File: config.mk
export PLATFORM = sky130hd
export DESIGN_NAME = tart_lite_top
export DESIGN_NICKNAME = d
export VERILOG_FILES = /design/src/hw/tart_pkg.sv /design/src/hw/spi_bus_bridge.sv /design/src/hw/bus_decoder.sv /design/src/hw/reset_control.sv /design/src/hw/acquire_regs.sv /design/src/hw/antenna_capture.sv /design/src/hw/tart_lite_top.sv
export SDC_FILE = /design/constraint.sdc
export NUM_CORES = 1
export LEC_CHECK = 0
export ABC_AREA = 1
export BUFFER_PORTS_ARGS = -buffer_cell sky130_fd_sc_hd__clkbuf_2
export CAP_MARGIN = 20
export CORE_MARGIN = 2
export CORE_UTILIZATION = 30
export DETAILED_ROUTE_END_ITERATION = 6
export PLACE_DENSITY = 0.52
export SLEW_MARGIN = 10
export SYNTH_ARGS = -nofsm -noshare
export SYNTH_HDL_FRONTEND = slang
export SYNTH_HIERARCHICAL = 1
export SYNTH_SLANG_ARGS = --single-unit
File: constraint.sdc
create_clock -name b_clk -period 2.2 [get_ports b_clk]
set_input_delay 0.22 -clock b_clk [delete_from_list [all_inputs] [get_ports b_clk]]
set_output_delay 0.22 -clock b_clk [all_outputs]
set_load 0.01 [all_outputs]
File: src/hw/tart_pkg.sv
`default_nettype none

package tart_pkg;

   // --------------------------------------------------
   // Widths
   // --------------------------------------------------
   localparam int NUM_ANTENNA = 8;        // One bit per antenna
   localparam int DELAY_W     = 3;        // Sample delay 0..7
   localparam int DELAY_TAPS  = 1 << DELAY_W;

   typedef logic [7:0]             bus_data_t;  // Bus data, register contents
   typedef logic [6:0]             bus_adr_t;   // Low 7 bits of SPI command
   typedef logic [NUM_ANTENNA-1:0] ax_data_t;   // Raw antenna sample word
   typedef logic [DELAY_W-1:0]     ax_delay_t;

   // Software reset stretch, in b_clk cycles
   localparam int RESET_CYCLES = 4;
   localparam int RST_CNT_W    = $clog2(RESET_CYCLES + 1);

   // --------------------------------------------------
   // Address map
   // --------------------------------------------------
   localparam bus_adr_t ADR_ACQ_CTRL    = 7'h00; // Enable, delay
   localparam bus_adr_t ADR_ACQ_CSUM    = 7'h01; // Read only
   localparam bus_adr_t ADR_ACQ_SAMPLE  = 7'h02; // Read only
   localparam bus_adr_t ADR_CTL_RESET   = 7'h78;
   localparam bus_adr_t ADR_CTL_SCRATCH = 7'h79;

   localparam logic [2:0] ACQ_REGION = 3'b000;  // adr[6:4]
   localparam logic [3:0] CTL_REGION = 4'b1111; // adr[6:3]

   // Bridge FSM
   typedef enum logic [2:0] {IDLE, CMD, BUS_READ, DATA, BUS_WRITE} spi_state_t;

endpackage

`default_nettype wire

File: src/hw/spi_bus_bridge.sv
`timescale 1ns/1ps
`default_nettype none

module spi_bus_bridge (
   input  wire                 b_clk,
   input  wire                 arst_n_i,
   input  wire                 spi_sck_i,
   input  wire                 spi_ssel_i,   // Active low
   input  wire                 spi_mosi_i,
   output logic                spi_miso_o,
   output logic                bus_cyc_o,
   output logic                bus_stb_o,
   output logic                bus_we_o,
   output tart_pkg::bus_adr_t  bus_adr_o,
   output tart_pkg::bus_data_t bus_dat_o,
   input  wire                 bus_ack_i,
   input  wire tart_pkg::bus_data_t bus_dat_i
);
   import tart_pkg::*;

   logic [2:0] sck_q;        // Two sync stages plus history
   logic [2:0] ssel_q;
   logic [1:0] mosi_q;       // Kept in step with sck_q[1]
   logic       sck_rise;
   logic       sck_fall;
   logic       ssel_fall;
   logic       ssel_rise;

   spi_state_t state_q;
   logic [2:0] bit_cnt_q;    // Bit position within byte
   bus_data_t  shift_q;      // MOSI shifter
   bus_data_t  cmd_q;        // {we, adr}
   bus_data_t  miso_sr_q;    // Read byte on its way out
   logic       stb_q;

   // --------------------------------------------------
   // Pin synchronisers and edge pulses
   // --------------------------------------------------
   always_ff @(posedge b_clk or negedge arst_n_i) begin
      if (!arst_n_i) begin
         sck_q  <= 3'b000;
         ssel_q <= 3'b111;   // Deselected
         mosi_q <= 2'b00;
      end else begin
         sck_q  <= {sck_q[1:0], spi_sck_i};
         ssel_q <= {ssel_q[1:0], spi_ssel_i};
         mosi_q <= {mosi_q[0], spi_mosi_i};
      end
   end

   assign sck_rise  =  sck_q[1] & ~sck_q[2];
   assign sck_fall  = ~sck_q[1] &  sck_q[2];
   assign ssel_fall = ~ssel_q[1] &  ssel_q[2];  // Frame start
   assign ssel_rise =  ssel_q[1] & ~ssel_q[2];  // Frame end or abort

   // MOSI sampled on rising SCK
   always_ff @(posedge b_clk) begin
      if (sck_rise)
         shift_q <= {shift_q[6:0], mosi_q[1]};
   end

   // --------------------------------------------------
   // Frame FSM
   // --------------------------------------------------
   always_ff @(posedge b_clk or negedge arst_n_i) begin
      if (!arst_n_i) begin
         state_q    <= IDLE;
         bit_cnt_q  <= 3'd0;
         cmd_q      <= '0;
         miso_sr_q  <= '0;
         stb_q      <= 1'b0;
         spi_miso_o <= 1'b0;
      end else begin
         case (state_q)
            IDLE: begin
               spi_miso_o <= 1'b0;
               if (ssel_fall) begin
                  bit_cnt_q <= 3'd0;
                  state_q   <= CMD;
               end
            end
            CMD: begin
               spi_miso_o <= 1'b0;             // Zero during command byte
               if (ssel_rise) begin
                  state_q <= IDLE;             // Short frame dropped
               end else if (sck_rise) begin
                  bit_cnt_q <= bit_cnt_q + 3'd1;
                  if (bit_cnt_q == 3'd7) begin
                     cmd_q     <= {shift_q[6:0], mosi_q[1]};
                     miso_sr_q <= '0;
                     state_q   <= shift_q[6] ? DATA : BUS_READ; // MSB set is a write
                  end
               end
            end
            BUS_READ: begin
               if (bus_ack_i) begin
                  stb_q     <= 1'b0;
                  miso_sr_q <= bus_dat_i;      // Valid in ack cycle
                  state_q   <= DATA;
               end else begin
                  stb_q <= 1'b1;
               end
            end
            DATA: begin
               if (ssel_rise) begin
                  state_q <= IDLE;
               end else begin
                  if (sck_fall) begin          // MISO moves on falling SCK
                     spi_miso_o <= miso_sr_q[7];
                     miso_sr_q  <= {miso_sr_q[6:0], 1'b0};
                  end
                  if (sck_rise) begin
                     bit_cnt_q <= bit_cnt_q + 3'd1;
                     if (bit_cnt_q == 3'd7)
                        state_q <= cmd_q[7] ? BUS_WRITE : IDLE;
                  end
               end
            end
            BUS_WRITE: begin
               if (bus_ack_i) begin
                  stb_q   <= 1'b0;
                  state_q <= IDLE;
               end else begin
                  stb_q <= 1'b1;
               end
            end
            default: state_q <= IDLE;
         endcase
      end
   end

   assign bus_cyc_o = stb_q;        // Single-beat cycles only
   assign bus_stb_o = stb_q;
   assign bus_we_o  = cmd_q[7];
   assign bus_adr_o = cmd_q[6:0];
   assign bus_dat_o = shift_q;      // Stable once the data byte is in

endmodule

`default_nettype wire

File: src/hw/bus_decoder.sv
`timescale 1ns/1ps
`default_nettype none

module bus_decoder (
   input  wire                 b_clk,
   input  wire                 arst_n_i,
   input  wire                 bus_stb_i,
   input  wire tart_pkg::bus_adr_t bus_adr_i,
   output logic                bus_ack_o,
   output tart_pkg::bus_data_t bus_dat_o,
   output logic                acq_stb_o,
   output logic                ctl_stb_o,
   input  wire                 acq_ack_i,
   input  wire                 ctl_ack_i,
   input  wire tart_pkg::bus_data_t acq_dat_i,
   input  wire tart_pkg::bus_data_t ctl_dat_i
);
   import tart_pkg::*;

   logic acq_hit;
   logic ctl_hit;
   logic nomap_ack_q;   // Ack for holes in the map

   // Region decode
   assign acq_hit = (bus_adr_i[6:4] == ACQ_REGION);
   assign ctl_hit = (bus_adr_i[6:3] == CTL_REGION);

   assign acq_stb_o = bus_stb_i & acq_hit;
   assign ctl_stb_o = bus_stb_i & ctl_hit;

   // Unmapped strobe still completes, one cycle later
   always_ff @(posedge b_clk or negedge arst_n_i) begin
      if (!arst_n_i)
         nomap_ack_q <= 1'b0;
      else
         nomap_ack_q <= bus_stb_i & ~acq_hit & ~ctl_hit & ~nomap_ack_q;
   end

   assign bus_ack_o = acq_ack_i | ctl_ack_i | nomap_ack_q;

   // Read mux, same decode as strobes
   always_comb begin
      if (acq_hit)
         bus_dat_o = acq_dat_i;
      else if (ctl_hit)
         bus_dat_o = ctl_dat_i;
      else
         bus_dat_o = '0;          // Unmapped reads as zero
   end

endmodule

`default_nettype wire

File: src/hw/reset_control.sv
`timescale 1ns/1ps
`default_nettype none

module reset_control (
   input  wire                 b_clk,
   input  wire                 arst_n_i,
   input  wire                 stb_i,
   input  wire                 we_i,
   input  wire tart_pkg::bus_adr_t  adr_i,
   input  wire tart_pkg::bus_data_t dat_i,
   output logic                ack_o,
   output tart_pkg::bus_data_t dat_o,
   output logic                sys_rst_o
);
   import tart_pkg::*;

   logic                 access;
   logic                 ack_q;
   logic                 rst_req_q;   // Pulses with the ack of a reset write
   logic [RST_CNT_W-1:0] rst_cnt_q;   // Cycles of reset left
   bus_data_t            scratch_q;
   bus_data_t            rdat_q;

   assign access = stb_i & ~ack_q;    // First cycle of a strobe only

   // --------------------------------------------------
   // Ack, scratch and reset stretcher
   // --------------------------------------------------
   always_ff @(posedge b_clk or negedge arst_n_i) begin
      if (!arst_n_i) begin
         ack_q     <= 1'b0;
         rst_req_q <= 1'b0;
         rst_cnt_q <= '0;
         scratch_q <= '0;
      end else begin
         ack_q     <= access;
         rst_req_q <= access & we_i & (adr_i == ADR_CTL_RESET) & dat_i[0];

         if (access && we_i && adr_i == ADR_CTL_SCRATCH)
            scratch_q <= dat_i;     // Untouched by sys_rst

         // Load in ack cycle, so reset starts the cycle after
         if (rst_req_q)
            rst_cnt_q <= RST_CNT_W'(RESET_CYCLES);
         else if (rst_cnt_q != '0)
            rst_cnt_q <= rst_cnt_q - 1'b1;
      end
   end

   assign sys_rst_o = (rst_cnt_q != '0);

   // Read data captured at strobe, shown in ack cycle
   always_ff @(posedge b_clk) begin
      if (access) begin
         case (adr_i)
            ADR_CTL_RESET:   rdat_q <= {7'd0, sys_rst_o};  // Reset still active
            ADR_CTL_SCRATCH: rdat_q <= scratch_q;
            default:         rdat_q <= '0;
         endcase
      end
   end

   assign ack_o = ack_q;
   assign dat_o = rdat_q;

endmodule

`default_nettype wire

File: src/hw/acquire_regs.sv
`timescale 1ns/1ps
`default_nettype none

module acquire_regs (
   input  wire                 b_clk,
   input  wire                 arst_n_i,
   input  wire                 sys_rst_i,    // Synchronous, from reset_control
   input  wire                 stb_i,
   input  wire                 we_i,
   input  wire tart_pkg::bus_adr_t  adr_i,
   input  wire tart_pkg::bus_data_t dat_i,
   output logic                ack_o,
   output tart_pkg::bus_data_t dat_o,
   output logic                aq_enable_o,
   output tart_pkg::ax_delay_t aq_delay_o,
   input  wire tart_pkg::bus_data_t checksum_i,
   input  wire tart_pkg::bus_data_t sample_i
);
   import tart_pkg::*;

   logic      access;
   logic      ack_q;
   logic      enable_q;
   ax_delay_t delay_q;
   bus_data_t rdat_q;

   assign access = stb_i & ~ack_q;

   // --------------------------------------------------
   // Control register, bit 0 enable, bits 3:1 delay
   // --------------------------------------------------
   always_ff @(posedge b_clk or negedge arst_n_i) begin
      if (!arst_n_i) begin
         ack_q    <= 1'b0;
         enable_q <= 1'b0;
         delay_q  <= '0;
      end else begin
         ack_q <= access;                // Bus keeps running through sys_rst
         if (sys_rst_i) begin
            enable_q <= 1'b0;
            delay_q  <= '0;
         end else if (access && we_i && adr_i == ADR_ACQ_CTRL) begin
            enable_q <= dat_i[0];
            delay_q  <= dat_i[3:1];
         end
      end
   end

   // Read-back mux
   always_ff @(posedge b_clk) begin
      if (access) begin
         case (adr_i)
            ADR_ACQ_CTRL:   rdat_q <= {4'd0, delay_q, enable_q};
            ADR_ACQ_CSUM:   rdat_q <= checksum_i;
            ADR_ACQ_SAMPLE: rdat_q <= sample_i;
            default:        rdat_q <= '0;     // Holes in region
         endcase
      end
   end

   assign ack_o       = ack_q;
   assign dat_o       = rdat_q;
   assign aq_enable_o = enable_q;
   assign aq_delay_o  = delay_q;

endmodule

`default_nettype wire

File: src/hw/antenna_capture.sv
`timescale 1ns/1ps
`default_nettype none

module antenna_capture (
   input  wire                 b_clk,
   input  wire                 arst_n_i,
   input  wire                 sys_rst_i,
   input  wire tart_pkg::ax_data_t  antenna_i,
   input  wire                 aq_enable_i,
   input  wire tart_pkg::ax_delay_t aq_delay_i,
   output tart_pkg::bus_data_t checksum_o,
   output tart_pkg::bus_data_t sample_o
);
   import tart_pkg::*;

   ax_data_t  line_q [DELAY_TAPS-1];   // Older samples, line_q[0] newest
   ax_data_t  taps   [DELAY_TAPS];     // taps[d] feeds sample for delay d
   ax_data_t  sample_q;                // Last stage of the line
   bus_data_t csum_q;

   // --------------------------------------------------
   // Delay line and tap select
   // --------------------------------------------------
   always_comb begin
      taps[0] = antenna_i;             // Delay 0 is one cycle through sample_q
      for (int i = 1; i < DELAY_TAPS; i++)
         taps[i] = line_q[i-1];
   end

   always_ff @(posedge b_clk or negedge arst_n_i) begin
      if (!arst_n_i) begin
         for (int i = 0; i < DELAY_TAPS - 1; i++)
            line_q[i] <= '0;
         sample_q <= '0;
      end else if (sys_rst_i) begin
         for (int i = 0; i < DELAY_TAPS - 1; i++)
            line_q[i] <= '0;
         sample_q <= '0;
      end else begin
         line_q[0] <= antenna_i;
         for (int i = 1; i < DELAY_TAPS - 1; i++)
            line_q[i] <= line_q[i-1];
         sample_q <= taps[aq_delay_i];  // antenna_i from delay+1 cycles back
      end
   end

   // --------------------------------------------------
   // Checksum, wraps at 256
   // --------------------------------------------------
   always_ff @(posedge b_clk or negedge arst_n_i) begin
      if (!arst_n_i)
         csum_q <= '0;
      else if (sys_rst_i)
         csum_q <= '0;
      else if (aq_enable_i)
         csum_q <= csum_q + sample_q;  // Holds while disabled
   end

   assign checksum_o = csum_q;
   assign sample_o   = sample_q;

endmodule

`default_nettype wire

File: src/hw/tart_lite_top.sv
`timescale 1ns/1ps
`default_nettype none

module tart_lite_top (
   input  wire                     b_clk,
   input  wire                     arst_n_i,
   input  wire                     spi_sck_i,
   input  wire                     spi_ssel_i,
   input  wire                     spi_mosi_i,
   output logic                    spi_miso_o,
   input  wire tart_pkg::ax_data_t antenna_i,
   output logic                    led_o
);
   import tart_pkg::*;

   // Bus master side
   bus_adr_t  bus_adr;
   bus_data_t bus_wdat;
   bus_data_t bus_rdat;
   logic      bus_stb;
   logic      bus_we;
   logic      bus_ack;

   // Per-slave strobes, acks, read data
   logic      acq_stb;
   logic      acq_ack;
   bus_data_t acq_rdat;
   logic      ctl_stb;
   logic      ctl_ack;
   bus_data_t ctl_rdat;

   // Acquisition control and status
   logic      sys_rst;
   logic      aq_enable;
   ax_delay_t aq_delay;
   bus_data_t checksum;
   bus_data_t sample;

   // --------------------------------------------------
   // SPI to bus, and decode
   // --------------------------------------------------
   spi_bus_bridge bridge_i (
      .b_clk(b_clk), .arst_n_i(arst_n_i),
      .spi_sck_i(spi_sck_i), .spi_ssel_i(spi_ssel_i), .spi_mosi_i(spi_mosi_i),
      .spi_miso_o(spi_miso_o),
      .bus_cyc_o(),                    // Mirrors strobe, no slave needs it
      .bus_stb_o(bus_stb), .bus_we_o(bus_we), .bus_adr_o(bus_adr),
      .bus_dat_o(bus_wdat), .bus_ack_i(bus_ack), .bus_dat_i(bus_rdat));

   bus_decoder decoder_i (
      .b_clk(b_clk), .arst_n_i(arst_n_i),
      .bus_stb_i(bus_stb), .bus_adr_i(bus_adr),
      .bus_ack_o(bus_ack), .bus_dat_o(bus_rdat),
      .acq_stb_o(acq_stb), .ctl_stb_o(ctl_stb),
      .acq_ack_i(acq_ack), .ctl_ack_i(ctl_ack),
      .acq_dat_i(acq_rdat), .ctl_dat_i(ctl_rdat));

   // --------------------------------------------------
   // Slaves and capture
   // --------------------------------------------------
   reset_control reset_ctl_i (
      .b_clk(b_clk), .arst_n_i(arst_n_i),
      .stb_i(ctl_stb), .we_i(bus_we), .adr_i(bus_adr), .dat_i(bus_wdat),
      .ack_o(ctl_ack), .dat_o(ctl_rdat), .sys_rst_o(sys_rst));

   acquire_regs acq_regs_i (
      .b_clk(b_clk), .arst_n_i(arst_n_i), .sys_rst_i(sys_rst),
      .stb_i(acq_stb), .we_i(bus_we), .adr_i(bus_adr), .dat_i(bus_wdat),
      .ack_o(acq_ack), .dat_o(acq_rdat),
      .aq_enable_o(aq_enable), .aq_delay_o(aq_delay),
      .checksum_i(checksum), .sample_i(sample));

   antenna_capture capture_i (
      .b_clk(b_clk), .arst_n_i(arst_n_i), .sys_rst_i(sys_rst),
      .antenna_i(antenna_i), .aq_enable_i(aq_enable), .aq_delay_i(aq_delay),
      .checksum_o(checksum), .sample_o(sample));

   assign led_o = aq_enable;           // Lit while capturing

endmodule

`default_nettype wire

Word-level counts from Yosys, hierarchy flattened
Cells that the tools add are included.
Storage, ports and cells
  register bits: 147
  latch bits: 0
  memory bits (writable): 0
  memory bits (read-only): 0
  output and inout bits: 2
  memories: 0
Cells by class
  add/subtract/negate cells: 3
  multipliers: 0
  divide/modulo/power cells: 0
  $lt $le $gt $ge: 1
  equal/unequal tests: 24
  shift-type cells: 0
  multiplexer cells: 44
  bitwise operators: 27
  reduce and logical (&&, ||, !) cells: 22
Operators with widths (number)
  8-bit two-way mux: 13
  56-bit two-way mux: 1
  3-bit two-way mux: 17
  8-bit one-hot mux with 3 select lines: 2
  8-bit binary-select mux with 3-bit select: 1
  8-bit one-hot mux with 2 select lines: 1
  3-bit one-hot mux with 5 select lines: 1
  1-bit AND: 14
  7-bit equality test, second input constant: 2
  2-bit by 1-bit inequality test with 1-bit output, second input constant: 7
  7-bit AND reduction: 2
  3-bit by 1-bit inequality test with 1-bit output, second input constant: 4
  1-bit NOT: 10
  2-bit nonzero test: 5
  8-bit adder: 1
  4-bit AND reduction: 2
  7-bit by 1-bit equality test with 1-bit output, second input constant: 1
  7-bit by 2-bit equality test with 1-bit output, second input constant: 1
  7-bit logical NOT: 1
  3-bit by 2-bit equality test with 1-bit output, second input constant: 2
  3-bit equality test, second input constant: 2
  3-bit logical NOT: 2
  1-bit two-way mux: 6
  2-bit inequality test, second input constant: 3
  other kinds (13): 20

Depth between registers and ports, before layout
  word-level depth: 7
  mapped depth: 9
  depth with buffers taken out: 9

By module
The synthesis kept the hierarchy.
Modules (own cells, without submodules)
  antenna_capture: times used 1, cells an instance 378, area each 3201.8 um^2, sequential area each 1801.7 um^2
  spi_bus_bridge: times used 1, cells an instance 186, area each 1774.2 um^2, sequential area each 1044.8 um^2
  reset_control: times used 1, cells an instance 98, area each 1006.0 um^2, sequential area each 565.5 um^2
  acquire_regs: times used 1, cells an instance 81, area each 699.4 um^2, sequential area each 365.4 um^2
  bus_decoder: times used 1, cells an instance 40, area each 192.7 um^2, sequential area each 25.0 um^2

Least setup slack after synthesis
Ideal clock, no wire load.
  kind: flip-flop to flip-flop
  from: register capture_i.csum_q[0] (netlist: capture_i/checksum_o[0])
  to: register capture_i.csum_q[2] (netlist: capture_i/checksum_o[2])
  data arrival time: 1.455 ns
  slack: 0.624 ns
  cell stages (with the launch flop): 5
  cell sequence: dfrtp_1 -> ha_1 -> fa_1 -> or2_2 -> a32o_1
On the way
  cells in the longest elaborated chain, start to end: 3
Ends and longest elaborated chain
  start, declared: line antenna_capture.sv:19  | bus_data_t csum_q;
  start signal, assigned: line antenna_capture.sv:56  | csum_q <= csum_q + sample_q;
  8-bit adder: line antenna_capture.sv:56
  8-bit two-way mux: line antenna_capture.sv:55  | else if (aq_enable_i)
  8-bit two-way mux: line antenna_capture.sv:53  | else if (sys_rst_i)
Every way passes these cells. The select of a mux whose other input is x is not followed.
A chain may end at the register's enable or synchronous reset.

Worst setup path in the final report
  from: register bridge_i.cmd_q[4]
  to: register acq_regs_i.delay_q[0] (netlist: acq_regs_i/aq_delay_o[0])
On the way
  cells in the longest elaborated chain, start to end: 6
  elaborated cells between the ends (all ways): 7
  those cells by class: bitwise (2); reduce/logical (5)
Ends and longest elaborated chain
  start, declared: line spi_bus_bridge.sv:32  | bus_data_t cmd_q;
  start signal, assigned: line spi_bus_bridge.sv:89  | cmd_q <= {shift_q[6:0], mosi_q[1]};
  3-bit logical NOT: line bus_decoder.sv:25  | assign acq_hit = (bus_adr_i[6:4] == ACQ_REGION);
  1-bit AND: line bus_decoder.sv:28  | assign acq_stb_o = bus_stb_i & acq_hit;
  net acq_stb: line tart_lite_top.sv:25  | logic acq_stb;
  1-bit AND: line acquire_regs.sv:27  | assign access = stb_i & ~ack_q;
  1-bit logical AND (2 in a row): line acquire_regs.sv:42  | end else if (access && we_i && adr_i == ADR_ACQ_CTRL) begin
  2-bit nonzero test (no source line)
  end signal, assigned: line acquire_regs.sv:44  | delay_q <= dat_i[3:1];
  end, declared: line acquire_regs.sv:24  | ax_delay_t delay_q;
The timed path passes the listed nets, and every way through them passes these cells.

==> summary.md <==
| Metric | Value |
|---|---|
| Mapped cell area | `6870 µm²` |
| Post-CTS Resized | `0` |
| Final min period | `1.71 ns` |
| Via count | `4908` |
| Multi-input logic area | `2480 µm²` |
| DR vias/cell | `4.40` |
| Post-synthesis adder-cell area fraction | `2.29%` |
| Routed wire length | `14100 µm` |
| Clk sinks | `147` |
| I/O pins | `15` |
| Core Box Area | `22600 µm²` |
| Avg Inst Size Synth | `8.78 µm²` |
| Mux cell area share after synthesis | `0%` |
| Critical Path Start | `bridge_i/cmd_q[4]` |
| GPL Wtd Cong | `0.761` |
| Largest family of logic cells by synthesized area | `simple AND/OR/NAND/NOR gates` |
| Xor/xnor share of the synthesized area | `0.382%` |
| Netlist cell types | `35` |
| Router iterations before antenna repair | `4` |
| Clock Path Buffers | `2` |
| Area growth, synth to finish | `15.6%` |
| Wl on met1 | `7000 µm` |
| First-pass GRT wire length | `23800 µm` |
| Hold Fails Final Rpt | `0` |
| CTS H-Tree Depth | `4` |
| Post-CTS Setup Inserts | `0` |
| WL met3 | `318 µm` |
| Synth Area in Compound Gates | `6.63%` |
| Drt drc | `0` |
| Post-Route Skew | `0.00915 ns` |
| Site Rows | `55` |
| FILL cells | `2300` |
| Slew Limit Headroom | `61.9%` |
| Post-synth EDFFs | `24` |
| Worst IR Drop VDD | `466 µV` |
| Syn Inst Count | `783` |
| Worst min path class | `in2async` |
| Final setup violating endpoints | `0` |
| Max-slew violation count | `0` |
| WL/cell | `12.6 µm` |
| Final core occ | `35.2%` |
| Die area | `24100 µm²` |
| Synth top area cells | `dfrtp_1 44%, edfxtp_1 10%, nand2_1 9.4%` |
| Yosys top cell by area | `dfrtp_1` |
| Vias in the first global route | `4686` |
| CP Launch Type | `register` |
| Simple-gate share of the synthesized area | `26.8%` |
| Worst r2r src | `bridge_i/cmd_q[4]` |
| Hold slack | `0.303 ns` |
| Crit-path max FO | `9` |
| Setup tns final | `0 ns` |
| Yosys warnings | `6` |
| Max Fclk | `585 MHz` |
| Highest routed layer | `met4` |
| Initial DRC count | `257` |
| Least-Margin Pin Slew | `0.572 ns` |
| Largest net degree at the start of global routing | `49` |
| I/O Buffers | `14` |
| Ys flop type | `dfrtp_1` |
| Remaining antenna violation count | `0` |
| Initial antenna violation count | `0` |
| Share of cells above drive strength 1 | `13.6%` |
| CTS Buf Count | `17` |
| Dpl hpwl | `9490 µm` |
| PwrDens | `873 nW/µm²` |
| Layout Nets | `842` |
| Commonest non-fill, non-tap cell in the layout | `nand2_1` |
| Worst-path clk slew | `0.06 ns` |
| Most frequent cells in the layout | `171 x nand2_1, 120 x dfrtp_1, 107 x inv_1` |
| Ant. Diodes | `0` |
| Met2 Wirelength | `6640 µm` |
| Seq. cell area | `3800 µm²` |
| DIE HEIGHT | `155 µm` |
| Outcome | `completed` |
| Leakage power | `3.98 nW` |
| GRT Overall Usage | `12.6%` |
| Max_cap viols | `0` |
| CP Capture Type | `register` |
| Top-area cell type share of the netlist area | `43.7%` |
| Post-synth net total | `808` |
| Worst path arrival time | `2.02 ns` |
| Unrepaired setup endpoints after global routing | `false` |
| Post-synthesis sequential area ratio | `55.3%` |
| CP required | `2.50 ns` |
| Critical path class | `reg2reg` |
| TritonCTS clock tree | `built` |
| Clock root buffer | `clkbuf_16` |
| Chip width | `155 µm` |
| Worst-Skew Late Latency | `0.43 ns` |
| FFs w/ async S/R, synth | `83.7%` |
| Tcrit/Tclk final | `77.8%` |
| Initial core utilization | `30.5%` |
| Gr ovfl total | `0` |
| #FFs+latches synth | `147` |
[where the power goes]
| group | internal (W) | leakage, nW | switching, W | total (W) |
|---|---|---|---|---|
| clock | 0.00149 | 0.275 | 0.00130 | 0.00279 |
| sequential | 0.00304 | 1.75 | 0.000156 | 0.00319 |
| combinational | 0.000324 | 1.96 | 0.000625 | 0.000949 |
| total | 0.00486 | 3.98 | 0.00208 | 0.00694 |
[logic make-up after synthesis]
| group | count (synthesis) |
|---|---|
| XOR/XNOR | 3 |
| AO/OA/AOI/OAI | 88 |
| buffers and inverters | 142 |
| flip-flops | 147 |
| AND/OR/NAND/NOR | 391 |
| adder cells (fa/ha/maj) | 12 |
[critical path: stages (launching register included)]
cell and delay, ns:
dfrtp_1 0.44, nor2_2 0.32, nand2_1 0.12, nor2_1 0.11, nand2_1 0.08, nor2_2 0.19
nand3_1 0.17, nand3_1 0.11, nand2_1 0.06
[what timing repair did]
item	CTS	global route
endpoints found under the hold margin	49	0
setup endpoints to repair	0	0
hold buffers	12	0
[per-layer routing]
metal,vias to the layer above,track usage (%)
met1,2305,17.1
li1,2549,-
met5,-,0
met3,8,2.76
met4,0,5.24
met2,46,19.7
[cells in the mapped netlist, types with 2 or more instances]
cell,instances
nand2_1,172
dfrtp_1,120
inv_1,107
nor2_1,88
nand3_1,72
a21oi_1,37
o21ai_0,31
edfxtp_1,24
o21ai_1,16
nand4_1,14
nor2_2,14
inv_2,12
ha_1,11
buf_2,10
nand2_2,8
nor2_4,7
buf_6,4
clkbuf_1,4
buf_4,3
dfstp_2,3
nand3b_1,3
nor2_8,3
nor3_1,3
a22o_1,2
nand2_4,2
nand2_8,2
nand3_4,2
xor2_1,2
[stage by stage]
step	total power (W)	worst slack (ns)	area (µm²)	instances
floorplan	0.00394	0.624	6870	783
global placement	0.00419	0.528	7270	1071
detailed placement	0.00419	0.520	7270	1071
CTS	0.00705	0.501	7950	1115
global route	0.00732	0.318	7950	1115
finish	0.00694	0.489	7950	1115
[path summary, 6_finish.rpt]
check                      depth (start not counted)                        to  slack, ns
max                                                8  acq_regs_i/aq_delay_o[0]       0.49
min                                                2     bridge_i/miso_sr_q[4]       0.30
max reg2reg                                        8  acq_regs_i/aq_delay_o[0]       0.49
min reg2reg                                        0         bridge_i/sck_q[1]       0.35
max in group asynchronous                          3     reset_ctl_i/rst_req_q       1.18
min in group b_clk                                 0         bridge_i/sck_q[1]       0.35
[registers in the layout, indices dropped and copies added (netlist names), 8 cells and up]
register	flops
acq_regs_i/dat_o	8
reset_ctl_i/dat_o	8
bridge_i/cmd_q	8
capture_i/checksum_o	8
reset_ctl_i/scratch_q	8
capture_i/line_q	56
capture_i/sample_o	8
bridge_i/miso_sr_q	8
bridge_i/bus_dat_o	8
[final cells by class]
type	count	area share, %
sequential	147	47.8
tap	285	4.49
multi-input combinational	494	31.2
clock buffer	17	5.35
timing repair buffer	37	3.67
inverter	120	5.70
clock inverter	15	1.70
No activity file was read; power rests on OpenSTA's default activity.
